## src/include/fpr_perr_defines.svh

```systemverilog
// FPR parity recovery constants
`ifndef FPR_PERR_DEFINES_SVH
`define FPR_PERR_DEFINES_SVH

// Register file geometry
`define FPR_ADDR_W 6
`define FPR_THREADS 2

// A dummy needs this many cycles to go from rf0 to ex7
`define PERR_DUMMY_STAGES 8

// Cycles between ex3 detection and the start of the sequence
`define PERR_SETTLE 4

// One-hot recovery states, bit 0 is idle
`define PERR_ST_IDLE 3'b100
`define PERR_ST_READOUT 3'b010
`define PERR_ST_WRITEBACK 3'b001

`endif

```

## src/hw/fpr_perr_pkg.sv

```systemverilog
// FPR parity recovery types
`default_nettype none

`include "fpr_perr_defines.svh"

package fpr_perr_pkg;

   // Floating-point register address
   typedef logic [0:`FPR_ADDR_W-1] fpr_addr_t;

   // One bit per thread, thread 0 in bit 0
   typedef logic [0:`FPR_THREADS-1] tid_mask_t;

   // ----------------------------------------
   // Recovery sequencer state
   // ----------------------------------------
   // Readout reads both copies, writeback moves the good copy onto the bad one
   typedef enum logic [0:2]
   {
      PERR_IDLE      = `PERR_ST_IDLE,
      PERR_READOUT   = `PERR_ST_READOUT,
      PERR_WRITEBACK = `PERR_ST_WRITEBACK
   } perr_state_t;

endpackage

`default_nettype wire

```

## src/hw/fpr_perr_if.sv

```systemverilog
// FPR parity recovery interfaces
`default_nettype none

// ----------------------------------------
// Detector to sequencer
// ----------------------------------------
interface perr_event_if;
   logic                    err_any;
   logic                    capture;
   fpr_perr_pkg::fpr_addr_t cap_addr;
   fpr_perr_pkg::tid_mask_t cap_tid;
   logic                    b_bad;
   logic                    c_bad;
   // Sequencer allows a new capture only while this is high
   logic                    arm;

   modport detect (
      output err_any, capture, cap_addr, cap_tid, b_bad, c_bad,
      input  arm
   );

   modport seq (
      input  err_any, capture, cap_addr, cap_tid, b_bad, c_bad,
      output arm
   );
endinterface

// ----------------------------------------
// Sequencer to rf0 read-port arbiter
// ----------------------------------------
interface rf_port_if;
   logic                    rec_v;
   fpr_perr_pkg::fpr_addr_t rec_addr;
   fpr_perr_pkg::tid_mask_t rec_tid;
   logic                    writeback;
   logic                    force_c;

   modport recovery (
      output rec_v, rec_addr, rec_tid, writeback, force_c
   );

   modport arb (
      input  rec_v, rec_addr, rec_tid, writeback, force_c
   );
endinterface

`default_nettype wire

```

## src/hw/perr_detect.sv

```systemverilog
// FPR parity error detector
`default_nettype none

`include "fpr_perr_defines.svh"

module perr_detect (
   input  logic                    nclk,
   input  logic                    rst_n,
   input  fpr_perr_pkg::fpr_addr_t ex1_fra,
   input  fpr_perr_pkg::fpr_addr_t ex1_frb,
   input  fpr_perr_pkg::fpr_addr_t ex1_frc,
   input  fpr_perr_pkg::fpr_addr_t ex1_frs,
   input  logic                    a_check,
   input  logic                    b_check,
   input  logic                    c_check,
   input  logic                    s_check,
   input  logic                    fra_v,
   input  logic                    frb_v,
   input  logic                    frc_v,
   input  logic                    str_v,
   input  logic                    frs_byp,
   input  logic                    msr_fp_act,
   input  fpr_perr_pkg::tid_mask_t instr_v,
   input  fpr_perr_pkg::tid_mask_t flush,
   output logic                    sto_parity_err,
   perr_event_if.detect            evt
);

   // Operand slots are A, B, C and S in that order
   fpr_perr_pkg::fpr_addr_t [0:3] ex2_addr_q;
   fpr_perr_pkg::fpr_addr_t [0:3] ex3_addr_q;

   logic                    a_err;
   logic                    b_err;
   logic                    c_err;
   logic                    s_err;
   fpr_perr_pkg::tid_mask_t sto_err;
   fpr_perr_pkg::tid_mask_t abc_err;
   fpr_perr_pkg::tid_mask_t fpr_err;

   // ----------------------------------------
   // Address staging ex1 to ex3
   // ----------------------------------------
   always_ff @(posedge nclk or negedge rst_n)
   begin
      if (!rst_n)
      begin
         ex2_addr_q <= '0;
         ex3_addr_q <= '0;
      end
      else
      begin
         ex2_addr_q <= {ex1_fra, ex1_frb, ex1_frc, ex1_frs};
         ex3_addr_q <= ex2_addr_q;
      end
   end

   // ----------------------------------------
   // ex3 parity qualification
   // ----------------------------------------
   assign a_err = a_check & fra_v;
   assign b_err = b_check & frb_v;
   assign c_err = c_check & frc_v;

   // A bypassed store operand never came out of the register file
   assign s_err = s_check & str_v & ~frs_byp;

   assign sto_err = {`FPR_THREADS{s_err}} & instr_v;
   assign abc_err = {`FPR_THREADS{a_err | b_err | c_err}} & instr_v;
   assign fpr_err = (sto_err | abc_err) & ~flush & {`FPR_THREADS{msr_fp_act}};

   assign sto_parity_err = |sto_err;

   assign evt.err_any = |fpr_err;
   assign evt.capture = evt.err_any & evt.arm;
   assign evt.cap_tid = fpr_err;

   // Readout compares both copies, so the raw checks go straight on
   assign evt.b_bad = b_check;
   assign evt.c_bad = c_check;

   // First erring operand wins, store operand last
   always_comb
   begin
      if (a_err)
         evt.cap_addr = ex3_addr_q[0];
      else if (b_err)
         evt.cap_addr = ex3_addr_q[1];
      else if (c_err)
         evt.cap_addr = ex3_addr_q[2];
      else
         evt.cap_addr = ex3_addr_q[3];
   end

endmodule

`default_nettype wire

```

## src/hw/perr_recovery_seq.sv

```systemverilog
// FPR parity recovery sequencer
`default_nettype none

`include "fpr_perr_defines.svh"

module perr_recovery_seq (
   input  logic                    nclk,
   input  logic                    rst_n,
   input  logic                    hang_trigger,
   perr_event_if.seq               evt,
   rf_port_if.recovery             port,
   output logic                    hold_all,
   output logic                    sm_running,
   output logic                    fix_perr_ex7,
   output fpr_perr_pkg::tid_mask_t err_ce,
   output fpr_perr_pkg::tid_mask_t err_ue
);

   // Positions in the dummy pipe, rf0 is slot 0
   localparam int DUMMY_EX3 = 4;
   localparam int DUMMY_EX7 = `PERR_DUMMY_STAGES;

   fpr_perr_pkg::perr_state_t state_q;
   fpr_perr_pkg::perr_state_t state_d;

   logic [0:`PERR_SETTLE-1]       settle_q;
   logic [0:`PERR_DUMMY_STAGES]   dummy_q;
   fpr_perr_pkg::fpr_addr_t       cap_addr_q;
   fpr_perr_pkg::tid_mask_t       cap_tid_q;
   logic                          move_f0_to_f1_q;
   logic                          move_f1_to_f0_q;
   logic                          ce_q;
   logic                          ue_q;
   logic                          hold_q;

   logic st_idle;
   logic st_readout;
   logic st_writeback;
   logic seq_beg;
   logic ns_idle;
   logic ns_readout;
   logic ns_writeback;
   logic new_dummy;
   logic readout_ex3;
   logic wb_rf0;
   logic rf0_ce;
   logic rf0_ue;

   assign st_idle      = (state_q == fpr_perr_pkg::PERR_IDLE);
   assign st_readout   = (state_q == fpr_perr_pkg::PERR_READOUT);
   assign st_writeback = (state_q == fpr_perr_pkg::PERR_WRITEBACK);

   // Last slot of the settle window starts the sequence
   assign seq_beg = settle_q[`PERR_SETTLE-1];

   // No new capture until the previous one has cleared the window
   assign evt.arm = st_idle & ~(|settle_q);

   // ----------------------------------------
   // Next state
   // ----------------------------------------
   // Back to idle after writeback reaches ex7, or right after a UE
   assign ns_idle      = st_writeback & (rf0_ue | dummy_q[DUMMY_EX7]);
   assign ns_readout   = st_idle & seq_beg;
   assign ns_writeback = st_readout & dummy_q[DUMMY_EX7];
   assign new_dummy    = ns_readout | ns_writeback;

   always_comb
   begin
      state_d = state_q;
      if (ns_idle)
         state_d = fpr_perr_pkg::PERR_IDLE;
      else if (ns_readout)
         state_d = fpr_perr_pkg::PERR_READOUT;
      else if (ns_writeback)
         state_d = fpr_perr_pkg::PERR_WRITEBACK;
   end

   // Both copies read back bad means f0 and f1 each need the other
   assign readout_ex3 = st_readout & dummy_q[DUMMY_EX3];
   assign wb_rf0      = st_writeback & dummy_q[0];
   assign rf0_ue      = wb_rf0 & move_f0_to_f1_q & move_f1_to_f0_q;
   assign rf0_ce      = wb_rf0 & ~(move_f0_to_f1_q & move_f1_to_f0_q);

   always_ff @(posedge nclk or negedge rst_n)
   begin
      if (!rst_n)
      begin
         state_q         <= fpr_perr_pkg::PERR_IDLE;
         settle_q        <= '0;
         dummy_q         <= '0;
         cap_tid_q       <= '0;
         move_f0_to_f1_q <= 1'b0;
         move_f1_to_f0_q <= 1'b0;
         ce_q            <= 1'b0;
         ue_q            <= 1'b0;
         hold_q          <= 1'b0;
      end
      else
      begin
         state_q  <= state_d;
         settle_q <= {evt.capture, settle_q[0:`PERR_SETTLE-2]};
         dummy_q  <= {new_dummy, dummy_q[0:`PERR_DUMMY_STAGES-1]};
         if (evt.capture)
            cap_tid_q <= evt.cap_tid;
         // B reads f1 and C reads f0 during readout
         if (readout_ex3)
         begin
            move_f0_to_f1_q <= evt.b_bad;
            move_f1_to_f0_q <= evt.c_bad;
         end
         ce_q   <= rf0_ce;
         ue_q   <= rf0_ue;
         hold_q <= hang_trigger | evt.err_any | (|settle_q) | ~st_idle;
      end
   end

   always_ff @(posedge nclk)
   begin
      if (evt.capture)
         cap_addr_q <= evt.cap_addr;
   end

   // ----------------------------------------
   // Outputs
   // ----------------------------------------
   assign port.rec_v     = dummy_q[0];
   assign port.rec_addr  = cap_addr_q;
   assign port.rec_tid   = cap_tid_q;
   assign port.writeback = st_writeback;
   // Only f0 moving onto f1 needs the C copy forced
   assign port.force_c   = st_writeback & move_f0_to_f1_q & ~move_f1_to_f0_q;

   assign hold_all     = hold_q;
   assign sm_running   = ~st_idle;
   assign fix_perr_ex7 = dummy_q[DUMMY_EX7];

   assign err_ce = cap_tid_q & {`FPR_THREADS{ce_q}};
   assign err_ue = cap_tid_q & {`FPR_THREADS{ue_q}};

endmodule

`default_nettype wire

```

## src/hw/rf_read_arb.sv

```systemverilog
// FPR rf0 read-port arbiter
`default_nettype none

module rf_read_arb (
   input  logic                    nclk,
   input  logic                    rst_n,
   input  fpr_perr_pkg::fpr_addr_t issue_frb,
   input  fpr_perr_pkg::fpr_addr_t issue_frc,
   input  fpr_perr_pkg::tid_mask_t issue_tid,
   rf_port_if.arb                  port,
   output fpr_perr_pkg::fpr_addr_t dcd_frb,
   output fpr_perr_pkg::fpr_addr_t dcd_frc,
   output fpr_perr_pkg::tid_mask_t dcd_tid,
   output logic                    fsel_ovrd,
   output logic                    force_c_ex2
);

   // Bits are grant, writeback and force C
   logic [0:2] ex1_q;
   logic [0:2] ex2_q;

   // ----------------------------------------
   // rf0 mux, recovery always wins
   // ----------------------------------------
   // Same address on B and C so both copies come out together
   assign dcd_frb = port.rec_v ? port.rec_addr : issue_frb;
   assign dcd_frc = port.rec_v ? port.rec_addr : issue_frc;
   assign dcd_tid = port.rec_v ? port.rec_tid : issue_tid;

   always_ff @(posedge nclk or negedge rst_n)
   begin
      if (!rst_n)
      begin
         ex1_q <= '0;
         ex2_q <= '0;
      end
      else
      begin
         ex1_q <= {port.rec_v, port.writeback, port.force_c};
         ex2_q <= ex1_q;
      end
   end

   // Data select override is only for a writeback dummy
   assign fsel_ovrd   = ex2_q[0] & ex2_q[1];
   assign force_c_ex2 = ex2_q[0] & ex2_q[2];

endmodule

`default_nettype wire

```

## src/hw/fpr_perr_recovery.sv

```systemverilog
// FPR parity recovery top
`default_nettype none

module fpr_perr_recovery (
   input  logic                    nclk,
   input  logic                    rst_n,
   input  logic                    hang_trigger,
   input  fpr_perr_pkg::fpr_addr_t ex1_fra,
   input  fpr_perr_pkg::fpr_addr_t ex1_frb,
   input  fpr_perr_pkg::fpr_addr_t ex1_frc,
   input  fpr_perr_pkg::fpr_addr_t ex1_frs,
   input  logic                    a_check,
   input  logic                    b_check,
   input  logic                    c_check,
   input  logic                    s_check,
   input  logic                    fra_v,
   input  logic                    frb_v,
   input  logic                    frc_v,
   input  logic                    str_v,
   input  logic                    frs_byp,
   input  logic                    msr_fp_act,
   input  fpr_perr_pkg::tid_mask_t instr_v,
   input  fpr_perr_pkg::tid_mask_t flush,
   input  fpr_perr_pkg::fpr_addr_t issue_frb,
   input  fpr_perr_pkg::fpr_addr_t issue_frc,
   input  fpr_perr_pkg::tid_mask_t issue_tid,
   output logic                    sto_parity_err,
   output logic                    hold_all,
   output logic                    sm_running,
   output logic                    fix_perr_ex7,
   output fpr_perr_pkg::tid_mask_t err_ce,
   output fpr_perr_pkg::tid_mask_t err_ue,
   output fpr_perr_pkg::fpr_addr_t dcd_frb,
   output fpr_perr_pkg::fpr_addr_t dcd_frc,
   output fpr_perr_pkg::tid_mask_t dcd_tid,
   output logic                    fsel_ovrd,
   output logic                    force_c_ex2
);

   perr_event_if evt ();
   rf_port_if    port ();

   perr_detect u_detect (
      .nclk           (nclk),
      .rst_n          (rst_n),
      .ex1_fra        (ex1_fra),
      .ex1_frb        (ex1_frb),
      .ex1_frc        (ex1_frc),
      .ex1_frs        (ex1_frs),
      .a_check        (a_check),
      .b_check        (b_check),
      .c_check        (c_check),
      .s_check        (s_check),
      .fra_v          (fra_v),
      .frb_v          (frb_v),
      .frc_v          (frc_v),
      .str_v          (str_v),
      .frs_byp        (frs_byp),
      .msr_fp_act     (msr_fp_act),
      .instr_v        (instr_v),
      .flush          (flush),
      .sto_parity_err (sto_parity_err),
      .evt            (evt)
   );

   perr_recovery_seq u_seq (
      .nclk         (nclk),
      .rst_n        (rst_n),
      .hang_trigger (hang_trigger),
      .evt          (evt),
      .port         (port),
      .hold_all     (hold_all),
      .sm_running   (sm_running),
      .fix_perr_ex7 (fix_perr_ex7),
      .err_ce       (err_ce),
      .err_ue       (err_ue)
   );

   rf_read_arb u_arb (
      .nclk        (nclk),
      .rst_n       (rst_n),
      .issue_frb   (issue_frb),
      .issue_frc   (issue_frc),
      .issue_tid   (issue_tid),
      .port        (port),
      .dcd_frb     (dcd_frb),
      .dcd_frc     (dcd_frc),
      .dcd_tid     (dcd_tid),
      .fsel_ovrd   (fsel_ovrd),
      .force_c_ex2 (force_c_ex2)
   );

endmodule

`default_nettype wire

```

## config.mk

```make
export PLATFORM = sky130hd
export DESIGN_NAME = fpr_perr_recovery
export DESIGN_NICKNAME = d
export VERILOG_FILES = /design/src/hw/fpr_perr_pkg.sv /design/src/hw/fpr_perr_if.sv /design/src/hw/perr_detect.sv /design/src/hw/perr_recovery_seq.sv /design/src/hw/rf_read_arb.sv /design/src/hw/fpr_perr_recovery.sv
export VERILOG_INCLUDE_DIRS = /design/src /design/src/include
export SDC_FILE = /design/constraint.sdc
export NUM_CORES = 1
export LEC_CHECK = 0
export BUFFER_PORTS_ARGS = -buffer_cell sky130_fd_sc_hd__buf_2
export CORE_ASPECT_RATIO = 0.7
export CORE_UTILIZATION = 40
export DETAILED_ROUTE_END_ITERATION = 10
export GPL_ROUTABILITY_DRIVEN = 0
export GPL_TIMING_DRIVEN = 0
export PLACE_DENSITY = 0.62
export SLEW_MARGIN = 10
export SYNTH_ARGS = -nofsm -noshare
export SYNTH_HDL_FRONTEND = slang
export SYNTH_SLANG_ARGS = --single-unit
```

## constraint.sdc

```tcl
create_clock -name nclk -period 4.8 [get_ports nclk]
set_input_delay 0.24 -clock nclk [delete_from_list [all_inputs] [get_ports nclk]]
set_output_delay 0.24 -clock nclk [all_outputs]
set_load 0.02 [all_outputs]
```

# Word-level counts from Yosys, hierarchy flattened
# Index checks and enable logic that the tools add are counted.
# totals
ff_bits,83
in_bits,55
elab_cells,76
out_inout_bits,24
# classes
n_mux,9
n_bitwise,40
reduce_logical,4
n_eq_ne,3
# op_table
cell,n
2-to-1 mux 6 bit,5
AND 1 bit,20
AND 2 bit,6
2-to-1 mux 3 bit,3
bitwise OR 1 bit,7
inverter 1 bit,5
OR reduction 2 bit,2
OR reduction 4 bit,1
"== test 3 x 1 -> 1 bit, second input constant",1
"== test 3 x 2 -> 1 bit, second input constant",1
"== test 3 bit, second input constant",1
nonzero test 3 bit,1
2-to-1 mux 2 bit,1
inverter 2 bit,1
bitwise OR 2 bit,1

# Logic depth before layout (Yosys ltp)
# logic_depth
depth_word,11
ltp_mapped,6
mapped_depth_nobuf,4

# By module
# From an unflattened synthesis, not the netlist that was laid out.
# hier_totals
cells_unflattened,183
hier_area_um2,2816.5
# by_module_without_submodules
module,cells_each,seq_area_each_um2,area_each_um2,n_inst
perr_detect,99,1201.2,1506.4,1
perr_recovery_seq,61,757.0,978.4,1
rf_read_arb,23,150.1,331.6,1

# Worst setup path before layout
# OpenSTA, ideal clock, no wires.
# synth_timing
path_type,register to register
from,register u_seq.state_q[2]
to,"register u_seq.cap_addr_q[0], in the netlist u_seq.port.rec_addr[0] (enable)"
setup_slack_ps,2680
period_less_slack_ps,2120
n_path_buf,0
arrival_ps,1741
required_ps,4421
setup_time_ps,379
stages_incl_launch_ff,4
cell_sequence,dfstp_2 > or3b_1 > nand2b_4 > nor3_1
# synth_via
elab_chain_len,3
# synth_rtl
item,line_no,rtl
from (decl),perr_recovery_seq.sv:23,fpr_perr_pkg::perr_state_t state_q;
from (signal assigned),perr_recovery_seq.sv:89,state_q <= fpr_perr_pkg::PERR_IDLE;
from (signal assigned),perr_recovery_seq.sv:101,state_q <= state_d;
== test 3 bit,perr_recovery_seq.sv:49,assign st_idle = (state_q == fpr_perr_pkg::PERR_IDLE);
AND 1 bit,perr_recovery_seq.sv:57,assign evt.arm = st_idle & ~(|settle_q);
AND 1 bit,perr_detect.sv:75,assign evt.capture = evt.err_any & evt.arm;
via evt.capture,fpr_perr_if.sv:9,logic capture;
to (signal assigned),perr_recovery_seq.sv:121,cap_addr_q <= evt.cap_addr;
to (decl),perr_recovery_seq.sv:28,fpr_perr_pkg::fpr_addr_t cap_addr_q;
# The timed path passes the listed nets, and every way through them passes these cells.
# A chain may end at the register's enable or synchronous reset.

# Final worst setup path
# Ends and elaborated chain as after synthesis.

==> results.ini <==
[outcome]
status=finished clean

[global_routing]
grt_pass1_vias=1879
grt_use_total_pct=16.0
grt_max_degree=69
grt_overflow=0
grt_pass1_wl_mm=8.51
antenna_found_initial=0

[flow_run]
maxCapViolations=0

[synth]
ys_ff_latch=81
syn_nets=260
synth.distinct_cells=28
syn_avg_cell_area_um2=13.5
synth_warnings=0
ys_seq_area_share_pct=74.6
syn_area_mm2=0.00276
netlist_instances=205

[setup_path]
critical_path_peak_fanout=9
r2r_cells=3
r2r-end=u_seq.port.rec_addr[0]
worstPathArrival_ns=2.27
cp.required_ns=4.77
crit_start=u_seq.state_q[2]
reg2reg_slack_ns=2.50
r2r_start=u_seq.state_q[2]
startpoint_type=flop
end_kind=flop
worst-setup-path-type=reg -> reg

[die]
fp.coreArea_mm2=0.00643
dieArea_mm2=0.00724
fp.dieW_um=101
die_y_um=71.5
start_util_pct=42.9
ios=79
rows=24

[drt]
dr.first_iter.drc_count=82
final_antenna_net_count=0
wirelength_mm=5.09
vias_per_cell=4.45
dr.pass1.iters=4
wl_per_cell_um=12.3
drc_errors=0
num_vias=1848

[finish]
drive_gt1_share_pct=32.4
finalNonFillerCells=415
design_area_mm2=0.00373
fin_util_pct=58.1
n_antenna_cell=0
areaGrowthSynthToFinish_pct=35.4
fin_nets=374

[worst_hold_path]
hold_depth=2
min-delay-start=b_check
hold_path_end=u_seq.move_f0_to_f1_q
hp-class=in -> reg

[sta]
finalCritPeriodShare_pct=47.9
layout_setup_ws_ns=2.50
worst_pin_slew_ns=0.941
hold_violations=0
fin_hold_ws_ns=0.136
setup_viol=0
slew_headroom_pct=36.8
slew_violations=0
max_freq_ghz=0.435
period_needed_ns=2.30
finalClockSkew_ns=0.0129
setup-tns-final_ns=0
rsz0062_at_grt=false

[placement]
dp_cells=374
io_buffers=77
dp_worst_setup_slack_ns=2.50
place_area_mm2=0.00329
dp_hpwl_mm=3.49

[clocking]
clk_latency_ns=0.35
clk_path_buf_depth=2
numCtsBuffers=9
cts_resized=0
cts_tree=built
htreeDepth=3
post_cts_buffers=0
cts_root_buffer=clkbuf_8
cts_sinks=81
clk_pin_slew_ns=0.09

[pwr]
power_mw=1.29
cellPowerDensity_mw_per_mm2=345
ir_drop_mv=0.297
p_leak_nw=1.83

## worst max path at each step
stage | to
after floorplan | u_seq.port.rec_addr[0]
after global placement | u_seq.port.rec_addr[2]
after detailed placement | u_seq.port.rec_addr[2]
after CTS | u_seq.port.rec_addr[0]
after global routing | u_seq.port.rec_addr[0]
final | u_seq.port.rec_addr[0]
## final cells by class
cell class	instances	area (um^2)
well taps	91	114
clock inverters	7	73.8
plain buffers	7	35.0
multi-input cells	103	612
inverters	14	52.6
clock buffers	9	124
flip-flops and latches	81	2060
repair buffers	103	666
fillers	546	2690
## state kept, by name (all words and copies together), names as in the netlist
| register | count |
|---|---|
| u_seq.state_q | 3 |
| u_seq.ce_q | 1 |
| u_seq.settle_q | 4 |
| u_seq.dummy_q | 9 |
| u_arb.ex1_q | 2 |
| u_seq.ue_q | 1 |
| u_seq.port.rec_addr | 6 |
| u_detect.ex2_addr_q | 24 |
| u_detect.ex3_addr_q | 24 |
| u_arb.ex2_q | 2 |
| u_seq.move_f1_to_f0_q | 1 |
| u_seq.hold_all | 1 |
| u_seq.move_f0_to_f1_q | 1 |
| u_seq.port.rec_tid | 2 |
## layout by cell type, fill, tap and decap left out, drive strengths merged
master	Yosys	layout
inv	14	18
dlygate4sd3	0	25
dfrtp	74	74
nor2b	2	2
and2	7	7
nand2b	1	1
and3b	1	1
and2b	1	1
and4b	1	1
clkbuf	5	14
o21ai	18	18
or3b	1	1
and4bb	1	1
nor4	1	1
a311oi	6	6
nand3b	2	2
buf	2	80
a31oi	1	1
a21o	6	6
a21oi	4	4
nand3	6	6
clkinvlp	0	2
edfxtp	6	6
dfstp	1	1
o31ai	4	4
nor3	2	2
nand2	22	22
nor2	12	12
mux2	4	4
clkinv	0	1
## where the power goes
part	internal [mW]	switching (mW)	total, mW
clock	0.205	0.274	0.478
sequential	0.711	0.00621	0.717
combinational	0.0477	0.0474	0.0951
## timing repair
| item | 4_1_cts | 5_1_grt |
|---|---|---|
| hold buffers | 25 | 0 |
| hold endpoints to repair | 98 | 0 |
| endpoints found under the setup margin | 0 | 0 |
## cells by family (layout without fill, tap and decap cells)
kind of cell | after synthesis | count (layout) | synth area share, %
compound gates | 39 | 39 | 8.85
buf+inv | 21 | 140 | 3.18
flops | 81 | 81 | 74.6
mux | 4 | 4 | 1.63
simple gates | 60 | 60 | 11.7
## layer usage
layer	share of wire, %	GRT usage (%)	up-vias
met3	6.1	5.37	4
met1	49	21.2	854
met5	0	0	-
met4	1.1	5.80	0
met2	44	24.7	72
li1	-	-	918
## worst max-delay path, stage by stage (launching register included)
cell and delay, ns:
dfstp_2 0.60, or3b_1 0.41, nand2b_4 0.19, nor3_1 0.73
## cells in the mapped netlist
cell type | number | area share, %
nor2b_1 | 2 | 0.45
and3b_1 | 1 | 0.32
o21ai_0 | 18 | 3.3
and2_1 | 7 | 1.6
nand2b_4 | 1 | 0.50
nand2_1 | 22 | 3.0
clkbuf_1 | 5 | 0.68
or3b_1 | 1 | 0.32
nand3b_1 | 2 | 0.54
edfxtp_1 | 6 | 6.5
mux2_2 | 4 | 1.6
and4b_1 | 1 | 0.36
inv_1 | 14 | 1.9
a21o_1 | 6 | 1.6
dfrtp_1 | 74 | 67
dfstp_2 | 1 | 0.95
a21oi_1 | 4 | 0.73
nor2_1 | 12 | 1.6
and2b_2 | 1 | 0.32
buf_2 | 1 | 0.18
o31ai_1 | 4 | 1.1
a31oi_1 | 1 | 0.23
nor3_1 | 2 | 0.36
and4bb_2 | 1 | 0.45
nand3_1 | 6 | 1.1
buf_6 | 1 | 0.41
nor4_4 | 1 | 0.77
a311oi_1 | 6 | 1.9
No activity file was read; power rests on OpenSTA's default activity.
